### config.mk
export PLATFORM = sky130hd
export DESIGN_NAME = packet_dealer
export DESIGN_NICKNAME = d
export VERILOG_FILES = /design/src/rtl/pd_pkg.sv /design/src/rtl/hdr_capture.sv /design/src/rtl/packet_dealer.sv /design/src/rtl/pkt_store.sv /design/src/rtl/verdict_dispatch.sv
export SDC_FILE = /design/constraint.sdc
export NUM_CORES = 1
export LEC_CHECK = 0
export BUFFER_PORTS_ARGS = -buffer_cell sky130_fd_sc_hd__buf_2
export CORE_MARGIN = 2
export CORE_UTILIZATION = 54
export DETAILED_ROUTE_END_ITERATION = 8
export GPL_ROUTABILITY_DRIVEN = 0
export PLACE_DENSITY = 0.72
export SLEW_MARGIN = 20
export SYNTH_ARGS = -nofsm -noshare
export SYNTH_HDL_FRONTEND = slang
export SYNTH_SLANG_ARGS = --single-unit
### constraint.sdc
create_clock -name CLK -period 5.9 [get_ports CLK]
set_clock_uncertainty 0.1 [all_clocks]
set_input_delay 0.295 -clock CLK [delete_from_list [all_inputs] [get_ports CLK]]
set_output_delay 0.295 -clock CLK [all_outputs]
set_load 0.03 [all_outputs]
### src/rtl/pd_pkg.sv
package pd_pkg;

  // ------------------------------
  // Base sizes
  // ------------------------------

  // Bits per stream byte
  localparam int BYTE_W     = 8;
  // Header bytes handed to the firewall
  localparam int HDR_LEN    = 20;
  // Frame slots in the store ring
  localparam int NUM_SLOTS  = 2;
  // Bytes per slot, also the longest frame
  localparam int SLOT_DEPTH = 64;

  // ------------------------------
  // Derived widths
  // ------------------------------

  localparam int HDR_W      = HDR_LEN * BYTE_W;
  localparam int SLOT_IDX_W = $clog2(NUM_SLOTS);
  localparam int ADDR_W     = $clog2(SLOT_DEPTH);
  // Length runs 1..SLOT_DEPTH, so one extra bit
  localparam int LEN_W      = $clog2(SLOT_DEPTH + 1);
  // Header byte counter saturates at HDR_LEN
  localparam int HDR_CNT_W  = $clog2(HDR_LEN + 1);
  // Occupied slot count runs 0..NUM_SLOTS
  localparam int SLOT_CNT_W = $clog2(NUM_SLOTS + 1);

  // ------------------------------
  // Vector types
  // ------------------------------

  typedef logic [BYTE_W-1:0]     byte_t;
  // First frame byte sits in the top byte
  typedef logic [HDR_W-1:0]      hdr_t;
  typedef logic [SLOT_IDX_W-1:0] slot_idx_t;
  typedef logic [ADDR_W-1:0]     byte_addr_t;
  typedef logic [LEN_W-1:0]      frame_len_t;
  typedef logic [HDR_CNT_W-1:0]  hdr_cnt_t;
  typedef logic [SLOT_CNT_W-1:0] slot_cnt_t;

endpackage

### src/rtl/hdr_capture.sv
module hdr_capture (
  input  logic          CLK,
  input  logic          RST_N,
  // Receive stream, observed alongside the store
  input  logic          rx_valid,
  input  pd_pkg::byte_t rx_data,
  input  logic          rx_last,
  input  logic          rx_ready,
  // Low while a header still waits for the firewall
  output logic          hdr_room,
  // Header port
  output logic          hdr_valid,
  output pd_pkg::hdr_t  hdr_data,
  input  logic          hdr_ready
);

  import pd_pkg::*;

  // Collect buffer, bytes land left aligned
  hdr_t     hdr_buf;
  hdr_t     buf_next;
  // Bytes collected so far, stops at HDR_LEN
  hdr_cnt_t cnt;
  logic     rx_fire;
  logic     hdr_full;

  assign rx_fire  = rx_valid && rx_ready;
  assign hdr_full = (cnt == hdr_cnt_t'(HDR_LEN));

  // Only one pending register, so a new frame waits for it to drain
  assign hdr_room = !hdr_valid;

  // ------------------------------
  // Byte placement
  // ------------------------------

  // Byte n goes to byte lane HDR_LEN-1-n, untouched lanes stay zero
  always_comb begin
    buf_next = hdr_buf;
    if (!hdr_full) begin
      buf_next[(HDR_LEN - 1 - int'(cnt)) * BYTE_W +: BYTE_W] = rx_data;
    end
  end

  always_ff @(posedge CLK or negedge RST_N) begin
    if (!RST_N) begin
      hdr_buf   <= '0;
      cnt       <= '0;
      hdr_valid <= 1'b0;
    end else begin
      if (rx_fire) begin
        if (rx_last) begin
          // Clear for the next frame so short frames pad with zeros
          hdr_buf <= '0;
          cnt     <= '0;
        end else begin
          hdr_buf <= buf_next;
          if (!hdr_full) begin
            cnt <= cnt + hdr_cnt_t'(1);
          end
        end
      end
      // Load on the final byte, header offered on the next cycle
      if (rx_fire && rx_last) begin
        hdr_valid <= 1'b1;
      end else if (hdr_ready) begin
        hdr_valid <= 1'b0;
      end
    end
  end

  // Pending header register
  always_ff @(posedge CLK) begin
    if (rx_fire && rx_last) begin
      hdr_data <= buf_next;
    end
  end

  // Header holds while the firewall stalls
  a_hdr_stable: assert property (
    @(posedge CLK) disable iff (!RST_N)
    (hdr_valid && !hdr_ready) |=> (hdr_valid && $stable(hdr_data))
  );

  // Store gating must keep a frame from ending on top of a pending header
  a_no_overwrite: assert property (
    @(posedge CLK) disable iff (!RST_N)
    (rx_fire && rx_last) |-> !hdr_valid
  );

endmodule

### src/rtl/packet_dealer.sv
module packet_dealer (
  input  logic          CLK,
  input  logic          RST_N,
  // Receive stream
  input  logic          rx_valid,
  input  pd_pkg::byte_t rx_data,
  input  logic          rx_last,
  output logic          rx_ready,
  // Header port to the firewall
  output logic          hdr_valid,
  output pd_pkg::hdr_t  hdr_data,
  input  logic          hdr_ready,
  // Verdict port from the firewall
  input  logic          verdict_valid,
  input  logic          verdict_pass,
  output logic          verdict_ready,
  // Transmit stream
  output logic          tx_valid,
  output pd_pkg::byte_t tx_data,
  output logic          tx_last,
  input  logic          tx_ready,
  output logic          drop_pulse
);

  import pd_pkg::*;

  // Store to dispatcher
  logic       frames_ready;
  frame_len_t head_len;
  byte_t      rd_data;
  // Dispatcher to store
  byte_addr_t rd_addr;
  logic       slot_release;
  // Capture to store
  logic       hdr_room;

  // Frame memory, owns receive flow control
  pkt_store u_store (
    .CLK          (CLK),
    .RST_N        (RST_N),
    .rx_valid     (rx_valid),
    .rx_data      (rx_data),
    .rx_last      (rx_last),
    .rx_ready     (rx_ready),
    .hdr_room     (hdr_room),
    .rd_addr      (rd_addr),
    .rd_data      (rd_data),
    .head_len     (head_len),
    .frames_ready (frames_ready),
    .slot_release (slot_release)
  );

  // Sees the same accepted bytes as the store
  hdr_capture u_hdr (
    .CLK       (CLK),
    .RST_N     (RST_N),
    .rx_valid  (rx_valid),
    .rx_data   (rx_data),
    .rx_last   (rx_last),
    .rx_ready  (rx_ready),
    .hdr_room  (hdr_room),
    .hdr_valid (hdr_valid),
    .hdr_data  (hdr_data),
    .hdr_ready (hdr_ready)
  );

  verdict_dispatch u_disp (
    .CLK           (CLK),
    .RST_N         (RST_N),
    .verdict_valid (verdict_valid),
    .verdict_pass  (verdict_pass),
    .verdict_ready (verdict_ready),
    .frames_ready  (frames_ready),
    .head_len      (head_len),
    .rd_addr       (rd_addr),
    .rd_data       (rd_data),
    .slot_release  (slot_release),
    .tx_valid      (tx_valid),
    .tx_data       (tx_data),
    .tx_last       (tx_last),
    .tx_ready      (tx_ready),
    .drop_pulse    (drop_pulse)
  );

endmodule

### src/rtl/pkt_store.sv
module pkt_store (
  input  logic               CLK,
  input  logic               RST_N,
  // Receive stream
  input  logic               rx_valid,
  input  pd_pkg::byte_t      rx_data,
  input  logic               rx_last,
  output logic               rx_ready,
  // Header side can take a new frame
  input  logic               hdr_room,
  // Read port on the oldest slot
  input  pd_pkg::byte_addr_t rd_addr,
  output pd_pkg::byte_t      rd_data,
  output pd_pkg::frame_len_t head_len,
  output logic               frames_ready,
  // Frees the oldest slot
  input  logic               slot_release
);

  import pd_pkg::*;

  // ------------------------------
  // Storage
  // ------------------------------

  // Frame bytes, one row per slot
  byte_t      mem [NUM_SLOTS][SLOT_DEPTH];
  // Stored length of each complete frame
  frame_len_t slot_len [NUM_SLOTS];

  // Ring pointers and fill level
  slot_idx_t  wr_slot;
  slot_idx_t  head_slot;
  slot_cnt_t  count;
  // Next byte position inside the write slot
  byte_addr_t wr_idx;

  logic       rx_fire;
  logic       wr_done;
  logic       in_frame;
  logic       slot_free;

  assign rx_fire   = rx_valid && rx_ready;
  assign wr_done   = rx_fire && rx_last;
  // Write index only leaves zero once a frame has started
  assign in_frame  = (wr_idx != '0);
  assign slot_free = (count < slot_cnt_t'(NUM_SLOTS));

  // New frames also wait for header room, a started frame does not
  assign rx_ready     = slot_free && (hdr_room || in_frame);
  assign frames_ready = (count != '0);

  // Oldest frame is read combinationally
  assign rd_data  = mem[head_slot][rd_addr];
  assign head_len = slot_len[head_slot];

  // ------------------------------
  // Write path
  // ------------------------------

  always_ff @(posedge CLK) begin
    if (rx_fire) begin
      mem[wr_slot][wr_idx] <= rx_data;
    end
    // Length is index plus one on the final byte
    if (wr_done) begin
      slot_len[wr_slot] <= frame_len_t'(wr_idx) + frame_len_t'(1);
    end
  end

  // ------------------------------
  // Ring control
  // ------------------------------

  always_ff @(posedge CLK or negedge RST_N) begin
    if (!RST_N) begin
      wr_slot   <= '0;
      head_slot <= '0;
      count     <= '0;
      wr_idx    <= '0;
    end else begin
      if (rx_fire) begin
        if (rx_last) begin
          wr_idx  <= '0;
          // Two slots, so the pointer just toggles
          wr_slot <= wr_slot + slot_idx_t'(1);
        end else begin
          wr_idx  <= wr_idx + byte_addr_t'(1);
        end
      end
      if (slot_release) begin
        head_slot <= head_slot + slot_idx_t'(1);
      end
      // Completion and release may land on the same edge
      case ({wr_done, slot_release})
        2'b10:   count <= count + slot_cnt_t'(1);
        2'b01:   count <= count - slot_cnt_t'(1);
        default: count <= count;
      endcase
    end
  end

  // Dispatcher only frees a slot that holds a frame
  a_release_nonempty: assert property (
    @(posedge CLK) disable iff (!RST_N)
    slot_release |-> (count != '0)
  );

  // Source keeps frames within one slot
  a_frame_fits: assert property (
    @(posedge CLK) disable iff (!RST_N)
    (rx_fire && (wr_idx == byte_addr_t'(SLOT_DEPTH - 1))) |-> rx_last
  );

endmodule

### src/rtl/verdict_dispatch.sv
module verdict_dispatch (
  input  logic               CLK,
  input  logic               RST_N,
  // Verdict port
  input  logic               verdict_valid,
  input  logic               verdict_pass,
  output logic               verdict_ready,
  // Store status
  input  logic               frames_ready,
  input  pd_pkg::frame_len_t head_len,
  // Store read port and slot release
  output pd_pkg::byte_addr_t rd_addr,
  input  pd_pkg::byte_t      rd_data,
  output logic               slot_release,
  // Transmit stream
  output logic               tx_valid,
  output pd_pkg::byte_t      tx_data,
  output logic               tx_last,
  input  logic               tx_ready,
  output logic               drop_pulse
);

  import pd_pkg::*;

  typedef enum logic [1:0] {
    ST_IDLE,
    ST_SEND,
    ST_DROP
  } state_t;

  state_t     state;
  // Byte position of the oldest frame being sent
  byte_addr_t rd_cnt;
  logic       verdict_fire;
  logic       tx_fire;
  logic       at_end;

  assign verdict_fire = verdict_valid && verdict_ready;
  assign tx_fire      = tx_valid && tx_ready;
  // Final byte sits at length minus one
  assign at_end       = (frame_len_t'(rd_cnt) == (head_len - frame_len_t'(1)));

  // ------------------------------
  // Outputs
  // ------------------------------

  // Verdict only taken when its frame is fully stored
  assign verdict_ready = (state == ST_IDLE) && frames_ready;

  assign rd_addr  = rd_cnt;
  assign tx_data  = rd_data;
  assign tx_valid = (state == ST_SEND);
  assign tx_last  = (state == ST_SEND) && at_end;

  // Drop frees at once, a pass frees with its last byte
  assign drop_pulse   = (state == ST_DROP);
  assign slot_release = (state == ST_DROP) || (tx_fire && tx_last);

  // ------------------------------
  // FSM
  // ------------------------------

  always_ff @(posedge CLK or negedge RST_N) begin
    if (!RST_N) begin
      state  <= ST_IDLE;
      rd_cnt <= '0;
    end else begin
      case (state)
        ST_IDLE: begin
          rd_cnt <= '0;
          if (verdict_fire) begin
            state <= verdict_pass ? ST_SEND : ST_DROP;
          end
        end
        ST_SEND: begin
          if (tx_fire) begin
            if (tx_last) begin
              state  <= ST_IDLE;
              rd_cnt <= '0;
            end else begin
              rd_cnt <= rd_cnt + byte_addr_t'(1);
            end
          end
        end
        ST_DROP: begin
          // Single cycle, slot freed here
          state <= ST_IDLE;
        end
        default: state <= ST_IDLE;
      endcase
    end
  end

  // Byte held under sink back-pressure, store must not disturb the head slot
  a_tx_stable: assert property (
    @(posedge CLK) disable iff (!RST_N)
    (tx_valid && !tx_ready) |=> (tx_valid && $stable(tx_data) && $stable(tx_last))
  );

  // Idle without a verdict stays idle, so no slot is freed next
  a_no_idle_release: assert property (
    @(posedge CLK) disable iff (!RST_N)
    ((state == ST_IDLE) && !verdict_fire) |=> !slot_release
  );

endmodule

Word-level counts from Yosys, hierarchy flattened --
Memories as Yosys holds them, arrays and structs flattened. Index checks and enable logic that the tools add are counted.
Cells by class: reductions and logical operators 22, bitwise logic cells 2, shift operators 2, $add $sub $neg 11, $lt $le $gt $ge 4, equal/unequal tests 10, mux-type cells 26
Operator list (count):
- $mux 512 | 1
- $mux 160 | 2
- $bwmux 160 | 1
- $shift 8x33->160 const A | 1
- $shiftx 8x33->160 | 1
- $bmux 8 s6 | 1
- $demux 8 s6 | 1
- $neg 32->33 | 1
- $mux 8 | 3
- $mux 6 | 3
- $ge 7x7->1 const B | 2
- $not 6->7 | 2
- $add 6x1->6 const B | 2
- $pmux 6 s2 | 1
- $mux 5 | 2
- $logic_and 1x1->1 | 9
- $mux 2 | 4
- $pmux 2 s2 | 2
- $reduce_bool 2->1 | 4
- $add 6x1->7 const B | 1
- $eq 6x7->1 | 1
- $lt 7x1->1 const B | 1
- $sub 7x1->7 const B | 1
- $ne 2x2->1 const B | 3
- other kinds (17) | 27
Storage, ports and cells: bits in registers 344, memories 2, input port bits 16, word-level logic and storage cells 89, output and inout port bits 174, memory bits (writable) 1038
Memories:
- u_store.mem | depth 2, bits a word 512, rd ports 1, clocked after Yosys merged registers in 0, wr ports 1, line pkt_store.sv:27 | byte_t mem [NUM_SLOTS][SLOT_DEPTH];
- u_store.slot_len | depth 2, bits a word 7, rd ports 1, clocked after Yosys merged registers in 0, wr ports 1, line pkt_store.sv:29 | frame_len_t slot_len [NUM_SLOTS];

Logic depth before layout (Yosys ltp) --
Gate-level depths: netlist (run 1). An unclocked memory read counts as a cell.
depth after elaboration 8, mapped depth 17, mapped depth without buffers 12

Cells and area by module --
Synthesis (run 1) repeated with hierarchy kept, for this count alone.
Second synthesis, totals: cells, all modules 3057, area total of the unflattened synthesis 55400.6 sq um
By module, submodules not included:
- pkt_store | instances 1, sequential area each 31420.1 sq um, cells each 1703, area an instance 40507.6 sq um
- hdr_capture | instances 1, sequential area each 8958.6 sq um, cells each 1267, area an instance 14199.9 sq um
- verdict_dispatch | instances 1, sequential area each 200.2 sq um, cells each 87, area an instance 693.2 sq um

Worst setup path after synthesis (run 1) --
OpenSTA, ideal clock, no wires.
kind register to register, start reg u_store.wr_idx[0], end reg u_hdr.hdr_data[0], enable pin, arrival time 5407 ps, clock period less this slack 6018 ps, cell stages (with the launch flop) 10, path buffers 3, required time 5288 ps, setup time 512 ps, path slack -118 ps, path through dfrtp_1 clkbuf_1 inv_1 ha_1 a41oi_1 and2_1 clkbuf_1 nand2_1 clkbuf_1 inv_1
On the way: cells in the longest elaborated chain, start to end 5
Ends and longest elaborated chain:
- start, declared | line pkt_store.sv:36 | byte_addr_t wr_idx;
- start signal, assigned | line pkt_store.sv:88 | wr_idx <= wr_idx + byte_addr_t'(1);
- $reduce_bool 6->1 | line pkt_store.sv:46 | assign in_frame = (wr_idx != '0);
- $logic_or 1x1->1 | line pkt_store.sv:50 | assign rx_ready = slot_free && (hdr_room || in_frame);
- $logic_and 1x1->1 | line pkt_store.sv:50
- named net rx_ready | line packet_dealer.sv:8 | output logic rx_ready,
- $logic_and 1x1->1 (2 in a row)
- named net u_store.wr_done | line pkt_store.sv:39 | logic wr_done;
- end signal, assigned | line hdr_capture.sv:75 | hdr_data <= buf_next;
- end, declared | line hdr_capture.sv:13 | output pd_pkg::hdr_t hdr_data,
The timed path passes the listed nets, and every way through them passes these cells. A chain may end at the register's enable or synchronous reset.

Worst setup path in the final report (run 1) --
start reg u_hdr.cnt[0], end reg u_hdr.hdr_buf[11]
On the way: cells in the longest elaborated chain, start to end 6, elaborated cells on any way between the ends 8, those cells by class 2 x add/sub; 1 x eq/ne; 2 x shift; 3 x mux
Ends and longest elaborated chain:
- start, declared | line hdr_capture.sv:23 | hdr_cnt_t cnt;
- start signal, assigned | line hdr_capture.sv:59 | cnt <= cnt + hdr_cnt_t'(1);
- $sub 5x5->6 | line hdr_capture.sv:41 | buf_next[(HDR_LEN - 1 - int'(cnt)) * BYTE_W +: BYTE_W] = rx_data;
- $neg 32->33 | line hdr_capture.sv:41
- $shiftx 8x33->160 or $shift 8x33->160 (tied branches) | line hdr_capture.sv:41
- $bwmux 160 | line hdr_capture.sv:41
- $mux 160 * | line hdr_capture.sv:40 | if (!hdr_full) begin
- $mux 160 * | line hdr_capture.sv:52 | if (rx_last) begin
- end signal, assigned | line hdr_capture.sv:57 | hdr_buf <= buf_next;
- end, declared | line hdr_capture.sv:20 | hdr_t hdr_buf;
Mark *: on every way between the ends. The rest lies on a longest branch, timed or not.

==> out/metrics.yaml, run 1 <==
outcome:
  outcome: "complete, no violations"
detailed_routing:
  num_vias: 31400
  remaining_drc_errors: 0
  drtAntennaViolNets: 0
  wirelength_um: 139000
  wire_per_inst_um: 28.2
  vias_per_cell: 6.36
  drt_pass1_iterations: 6
  drt-initial-drc-count: 3973
clock_tree:
  cts_buffer_depth: 3
  cts.sinks: 1382
  post_cts_buffers: 0
  clkTransAtPathRegs_ns: 0.07
  cts_max_level: 4
  clock_insertion_delay_worst_skew_ns: 0.75
  cts_buffers: 139
  cts_root_buf: "clkbuf_16"
  cts_tree: "built"
critical_path:
  worstReg2RegEnd: "u_hdr.hdr_buf[11]$_DFFE_PN0P_"
  rr_worst_depth: 11
  crit_path_end_kind: "flip-flop"
  r2r_start: "u_hdr.cnt[0]$_DFFE_PN0P_"
  required_ns: 6.48
  crit_fanout: 21
  reg2reg_setup_slack_ns: 0.68
  arrival_ns: 5.80
  crit_type: "reg -> reg"
  cp-start-kind: "flip-flop"
sta:
  fin_crit_sh: 0.885
  post-route-min-period_ns: 5.22
  max_slew.worst_pin.slew_ns: 1.16
  max_freq_mhz: 191
  relSlewSlack: 0.222
  holdWs_ns: 0.0631
  maxSlewViolCount: 0
  setup_viol: 0
  rsz0062_at_grt: "false"
  hold_viol: 0
  timing.setup.tns_ns: 0
synth:
  syn-num-nets: 3279
  netlist_area_um2: 55700
  synth_top_area_frac: 0.646
  ys.flop_type: "edfxtp_1"
  yosys.area.top_type: "edfxtp_1"
  syn_area_per_cell_um2: 17.1
  syn_inst: 3246
  synth_cell_types: 72
  synth-async-reset-ratio: 0.133
  ys_warn_count: 0
  ys_seq_elements: 1382
  synthTopCellsByArea: "edfxtp_1, dfrtp_1, mux4_2, mux2i_1, a22o_1"
  ys_seq_area_frac: 0.729
  synth-edff-count: 1198
die:
  fp.dieH_um: 325
  die-area_um2: 106000
  die_x_um: 325
  start_util: 0.545
  boundaryPins: 190
  core_area_um2: 102000
  rows: 117
hold_path:
  min_path_type: "in -> reg"
  min_from: "rx_data[5]"
  holdPathEnd: "u_store.mem[1][325]$_DFFE_PP_"
  min_path_cells: 1
global_routing:
  grt_pass1_wl_um: 206000
  grt_pass1_vias: 31000
  grt_usage: 0.263
  antenna_found_initial: 2
  overflow: 0
  grt_max_degree: 140
pwr:
  max-vdd-ir-drop_mv: 0.325
  combPwrFrac: 0.236
  p_sw_frac: 0.304
  powerDensity_nw_per_um2: 412
  sequentialPowerShare: 0.436
  leakage_nw: 21.7
  p_sw_mw: 7.84
  clkPwrFrac: 0.328
  p_int_mw: 18.0
run:
  cap_viol_max_count: 0
placement:
  dpl.hpwl_um: 85700
  placedInstanceArea_um2: 58100
  dpl.cell_count: 4666
  io_buffers: 189
final_layout:
  area_growth_pct: 12.4
  final_cell_mix: "edfxtp_1, nor2_1, nand2_1, mux4_2, dfrtp_1"
  stdcell_count: 4931
  final_cell_area_um2: 62600
  n_antenna_cell: 0
  layout.nets: 3485
  drive_gt1_frac: 0.211
  layout_commonest_cell: "edfxtp_1"
  fillers: 7287
==> power by group through the flow <==
stage | registers, mW | logic [mW] | clock network, mW
6_report | 11.2 | 6.10 | 8.46
5_1_grt | 11.3 | 6.42 | 8.90
4_1_cts | 11.2 | 6.10 | 8.52
3_5_place_dp | 11.4 | 6.06 | 0
3_3_place_gp | 11.4 | 6.01 | 0
2_1_floorplan | 11.5 | 4.04 | 0
==> synth_stat cells, drive strengths merged, types with 5 or more instances <==
master and n:
a21o 15, a21oi 58, a22o 130, a22oi 12, a32o 20, a32oi 13, and2 5, and3 17
buf 65, clkbuf 126, dfrtp 184, edfxtp 1198, ha 17, inv 21, mux2 94, mux2i 168
mux4 192, nand2 202, nand2b 17, nand3 65, nand4 21, nor2 234, nor2b 19, nor3 30
nor4 14, o21ai 131, o221ai 53, o31ai 17, or2 9, or3 13, xnor2 15, xor2 12
==> critical path, stage by stage (launching register included) <==
cell and delay [ns]:
dfrtp_1 0.56, ha_1 0.40, nand2_1 0.25, or3_1 0.41
inv_1 0.08, ha_1 0.54, nor4bb_1 0.40, nand4_1 0.25
a21oi_1 0.69, nand4_1 0.69, nor2_1 0.57, a22o_1 0.21
==> sequential cells by signal, summed over array words and instances, names as in the netlist <==
register,count
u_disp.rd_addr,6
u_store.head_slot,1
u_store.count,2
u_store.slot_len,14
u_hdr.hdr_buf,160
u_store.wr_idx,6
u_disp.state,2
u_store.mem,1024
u_store.wr_slot,1
u_hdr.hdr_data,160
u_hdr.cnt,5
u_hdr.hdr_valid,1
==> layout make-up <==
| class | instances | area (um^2) | share of cell area |
|---|---|---|---|
| clock buffer | 190 | 3730 | 0.0597 |
| clock inverter | 62 | 582 | 0.00930 |
| inverter | 21 | 82.6 | 0.00132 |
| multi-input combinational | 1652 | 14200 | 0.227 |
| sequential | 1382 | 40600 | 0.649 |
| tap | 1368 | 1710 | 0.0274 |
| timing repair buffer | 256 | 1640 | 0.0262 |
==> per-layer routing <==
metal  wire [um]  vias up  track usage
met5           7        -            0
met4        4560        2       0.0877
met3       12200      288       0.0504
met2       66100     1613        0.414
met1       56300    16100        0.373
li1            -    13300            -
==> metrics by stage <==
stage / power [mW] / utilization / setup WS, ns
final: 25.8 / 0.613 / 0.676
after global routing: 26.6 / 0.613 / 0.211
after CTS: 25.8 / 0.613 / 0.854
after detailed placement: 17.5 / 0.569 / 0.876
after global placement: 17.4 / 0.569 / 1.08
after floorplan: 15.5 / - / 0.784
==> worst max-delay path by stage <==
stage | from | to | slack [ns]
5_1_grt | u_hdr.cnt[0]$_DFFE_PN0P_ | u_hdr.hdr_buf[11]$_DFFE_PN0P_ | 0.21
3_5_place_dp | u_hdr.cnt[0]$_DFFE_PN0P_ | u_hdr.hdr_buf[11]$_DFFE_PN0P_ | 0.88
6_report | u_hdr.cnt[0]$_DFFE_PN0P_ | u_hdr.hdr_buf[11]$_DFFE_PN0P_ | 0.68
3_3_place_gp | u_hdr.cnt[0]$_DFFE_PN0P_ | u_hdr.hdr_buf[14]$_DFFE_PN0P_ | 1.08
2_1_floorplan | u_store.wr_idx[0]$_DFFE_PN0P_ | u_hdr.hdr_data[0]$_DFFE_PP_ | 0.78
4_1_cts | u_disp.rd_addr[0]$_DFFE_PN0P_ | tx_data[3] | 0.85
==> kinds of logic after synthesis <==
group / synth area share
AND/OR/NAND/NOR: 0.0553
flip-flops: 0.729
AO/OA/AOI/OAI: 0.0642
multiplexers: 0.127
adder cells (fa/ha/maj): 0.00382
XOR/XNOR: 0.00486
buffers and inverters: 0.0157
==> what timing repair did <==
item / 4_1_cts / 5_1_grt
hold buffers: 13 / 0
endpoints found under the setup margin: 0 / 0
resized for setup: 0 / 0
endpoints found under the hold margin: 199 / 0
No activity file was read; power rests on OpenSTA's default activity.
==> inputs of run 2 (changes only) <==
- CELL_PAD_IN_SITES_DETAIL_PLACEMENT: unset -> 0
- CELL_PAD_IN_SITES_GLOBAL_PLACEMENT: unset -> 1
- PLACE_DENSITY: 0.72 -> 0.81
- SLEW_MARGIN: 20 -> 25
- SYNTH_HIERARCHICAL: unset -> 1
==> out/metrics.yaml, run 2 <==
die:
  rows: 117
  start_util: 0.545
  boundaryPins: 190
  die-area_um2: 105000
  core_area_um2: 102000
  fp.dieH_um: 324
  die_x_um: 324
sta:
  timing.setup.tns_ns: 0
  max_freq_mhz: 207
  relSlewSlack: 0.229
  post-route-min-period_ns: 4.84
  fin_crit_sh: 0.821
  rsz0062_at_grt: "false"
  hold_viol: 0
  max_slew.worst_pin.slew_ns: 1.15
  maxSlewViolCount: 0
  setup_viol: 0
clock_tree:
  clkTransAtPathRegs_ns: 0.06
  cts_tree: "built"
  cts_resized: 0
  cts_buffer_depth: 3
  cts.sinks: 1382
  cts_max_level: 4
  clock_insertion_delay_worst_skew_ns: 0.74
  cts_buffers: 139
  cts_root_buf: "clkbuf_16"
synth:
  synth-edff-count: 1198
  yosys.area.top_type: "edfxtp_1"
  synth-async-reset-ratio: 0.133
  ys_warn_count: 6
  synthMostInstantiatedCell: "edfxtp_1"
  ys_seq_elements: 1382
  syn_inst: 3057
  synth_cell_types: 75
  ys_seq_area_frac: 0.732
  ys.flop_type: "edfxtp_1"
  synth_common_cells: "edfxtp_1, mux4_2, nand2_1"
  netlist_area_um2: 55400
  synth_top_area_frac: 0.649
  syn_area_per_cell_um2: 18.1
  syn-num-nets: 3090
  synthTopCellsByArea: "edfxtp_1, mux4_2, dfrtp_1, nand2_1, o21ai_0"
final_layout:
  largest_reg_flops: 1024
  final_cell_mix: "edfxtp_1, mux4_2, nand2_1, o21ai_0"
  drive_gt1_frac: 0.245
  largestRegisters: "u_store/mem (1024), u_hdr/hdr_buf (160), u_hdr/hdr_data (160)"
  layout.nets: 3298
  area_growth_pct: 12.9
  stdcell_count: 4745
  top_register: "u_store/mem"
  layout_commonest_cell: "edfxtp_1"
critical_path:
  cp-start-kind: "flip-flop"
  crit_fanout: 29
  rr_worst_depth: 11
  required_ns: 5.51
  crit_type: "reg -> out"
  crit_path_end_kind: "output port"
  arrival_ns: 4.45
global_routing:
  grt_usage: 0.257
  overflow: 0
  grt_max_degree: 105
  grt_pass1_vias: 30700
  antenna_found_initial: 2
  grt_pass1_wl_um: 202000
placement:
  dpl.cell_count: 4480
  dpl.hpwl_um: 84000
  io_buffers: 189
detailed_routing:
  remaining_drc_errors: 0
  num_vias: 30600
  wire_per_inst_um: 28.4
  vias_per_cell: 6.44
  drt-initial-drc-count: 3932
  drt_pass1_iterations: 6
  wirelength_um: 135000
  drtAntennaViolNets: 0
run:
  cap_viol_max_count: 0
pwr:
  max-vdd-ir-drop_mv: 0.274
  powerDensity_nw_per_um2: 447
  leakage_nw: 20.6
outcome:
  outcome: "complete, no violations"
hold_path:
  min_path_type: "in -> async"
## run 2: critical path: stages (launching register included)
cell	delay (ns)
dfrtp_4	0.84
buf_4	0.55
mux4_2	0.60
mux4_2	0.57
mux4_2	0.54
mux2_2	0.33
buf_2	0.19
## run 2: cell type report
cell class                 count  area (um^2)
inverter                      23         86.3
timing repair buffer         255         1640
clock inverter                70          779
multi-input combinational   1464        14000
tap                         1368         1710
sequential                  1382        40600
clock buffer                 181         3740
antenna                        2         5.00
fill                        6976        39200
## run 2: logic make-up (layout without fill, tap and decap cells)
group | count (synthesis) | count (layout) | share of synthesized area
AO/OA/AOI/OAI | 398 | 398 | 0.0465
XOR/XNOR | 26 | 26 | 0.00504
adder cells (fa/ha/maj) | 17 | 17 | 0.00384
flip-flops | 1382 | 1382 | 0.732
buffers and inverters | 211 | 529 | 0.0162
AND/OR/NAND/NOR | 658 | 658 | 0.0536
other | 0 | 2 | 0
multiplexers | 365 | 365 | 0.142
## run 2: worst paths after layout
path                                               start                             end  slack [ns]
max in group asynchronous                          RST_N   u_hdr/hdr_buf[50]$_DFFE_PN0P_        4.32
setup reg to reg                u_hdr/cnt[2]$_DFFE_PN0P_    u_hdr/hdr_data[11]$_DFFE_PP_        1.27
setup / recovery           u_store/head_slot$_DFFE_PN0P_                      tx_data[4]        1.06
hold / removal                                     RST_N  u_hdr/hdr_buf[149]$_DFFE_PN0P_        0.06
min in group CLK                              rx_data[0]    u_store/mem[1][40]$_DFFE_PP_        0.09
hold reg to reg            u_hdr/hdr_buf[32]$_DFFE_PN0P_   u_hdr/hdr_buf[32]$_DFFE_PN0P_        0.38
## run 2: where the power goes
group / internal (mW) / leakage (nW) / switching, mW
registers: 11.2 / 13.2 / 0.537
logic: 3.08 / 5.19 / 4.39
clock network: 5.07 / 2.20 / 3.66
## run 2: metrics by stage
stage	power (mW)	area (um^2)	hold slack (ns)	setup WS, ns	utilization
floorplan	17.0	55400	-0.101	0.850	-
global placement	19.2	57900	0.293	1.54	0.569
detailed placement	19.4	57900	0.308	1.45	0.569
CTS	28.1	62500	0.0636	0.983	0.614
global route	28.9	62500	0.0982	0.895	0.614
finish	28.0	62500	0.0603	1.06	0.615
## run 2: metal layers
layer / vias to the layer above / wire, um / track usage
met4: 0 / 4260 / 0.0848
met2: 1709 / 65700 / 0.411
met1: 15900 / 52900 / 0.361
li1: 12700 / - / -
met5: - / 0 / 0
met3: 250 / 11900 / 0.0493
## run 2: what timing repair did
action,CTS,global route
endpoints found under the hold margin,146,0
hold buffers,12,0
buffers inserted,0,0
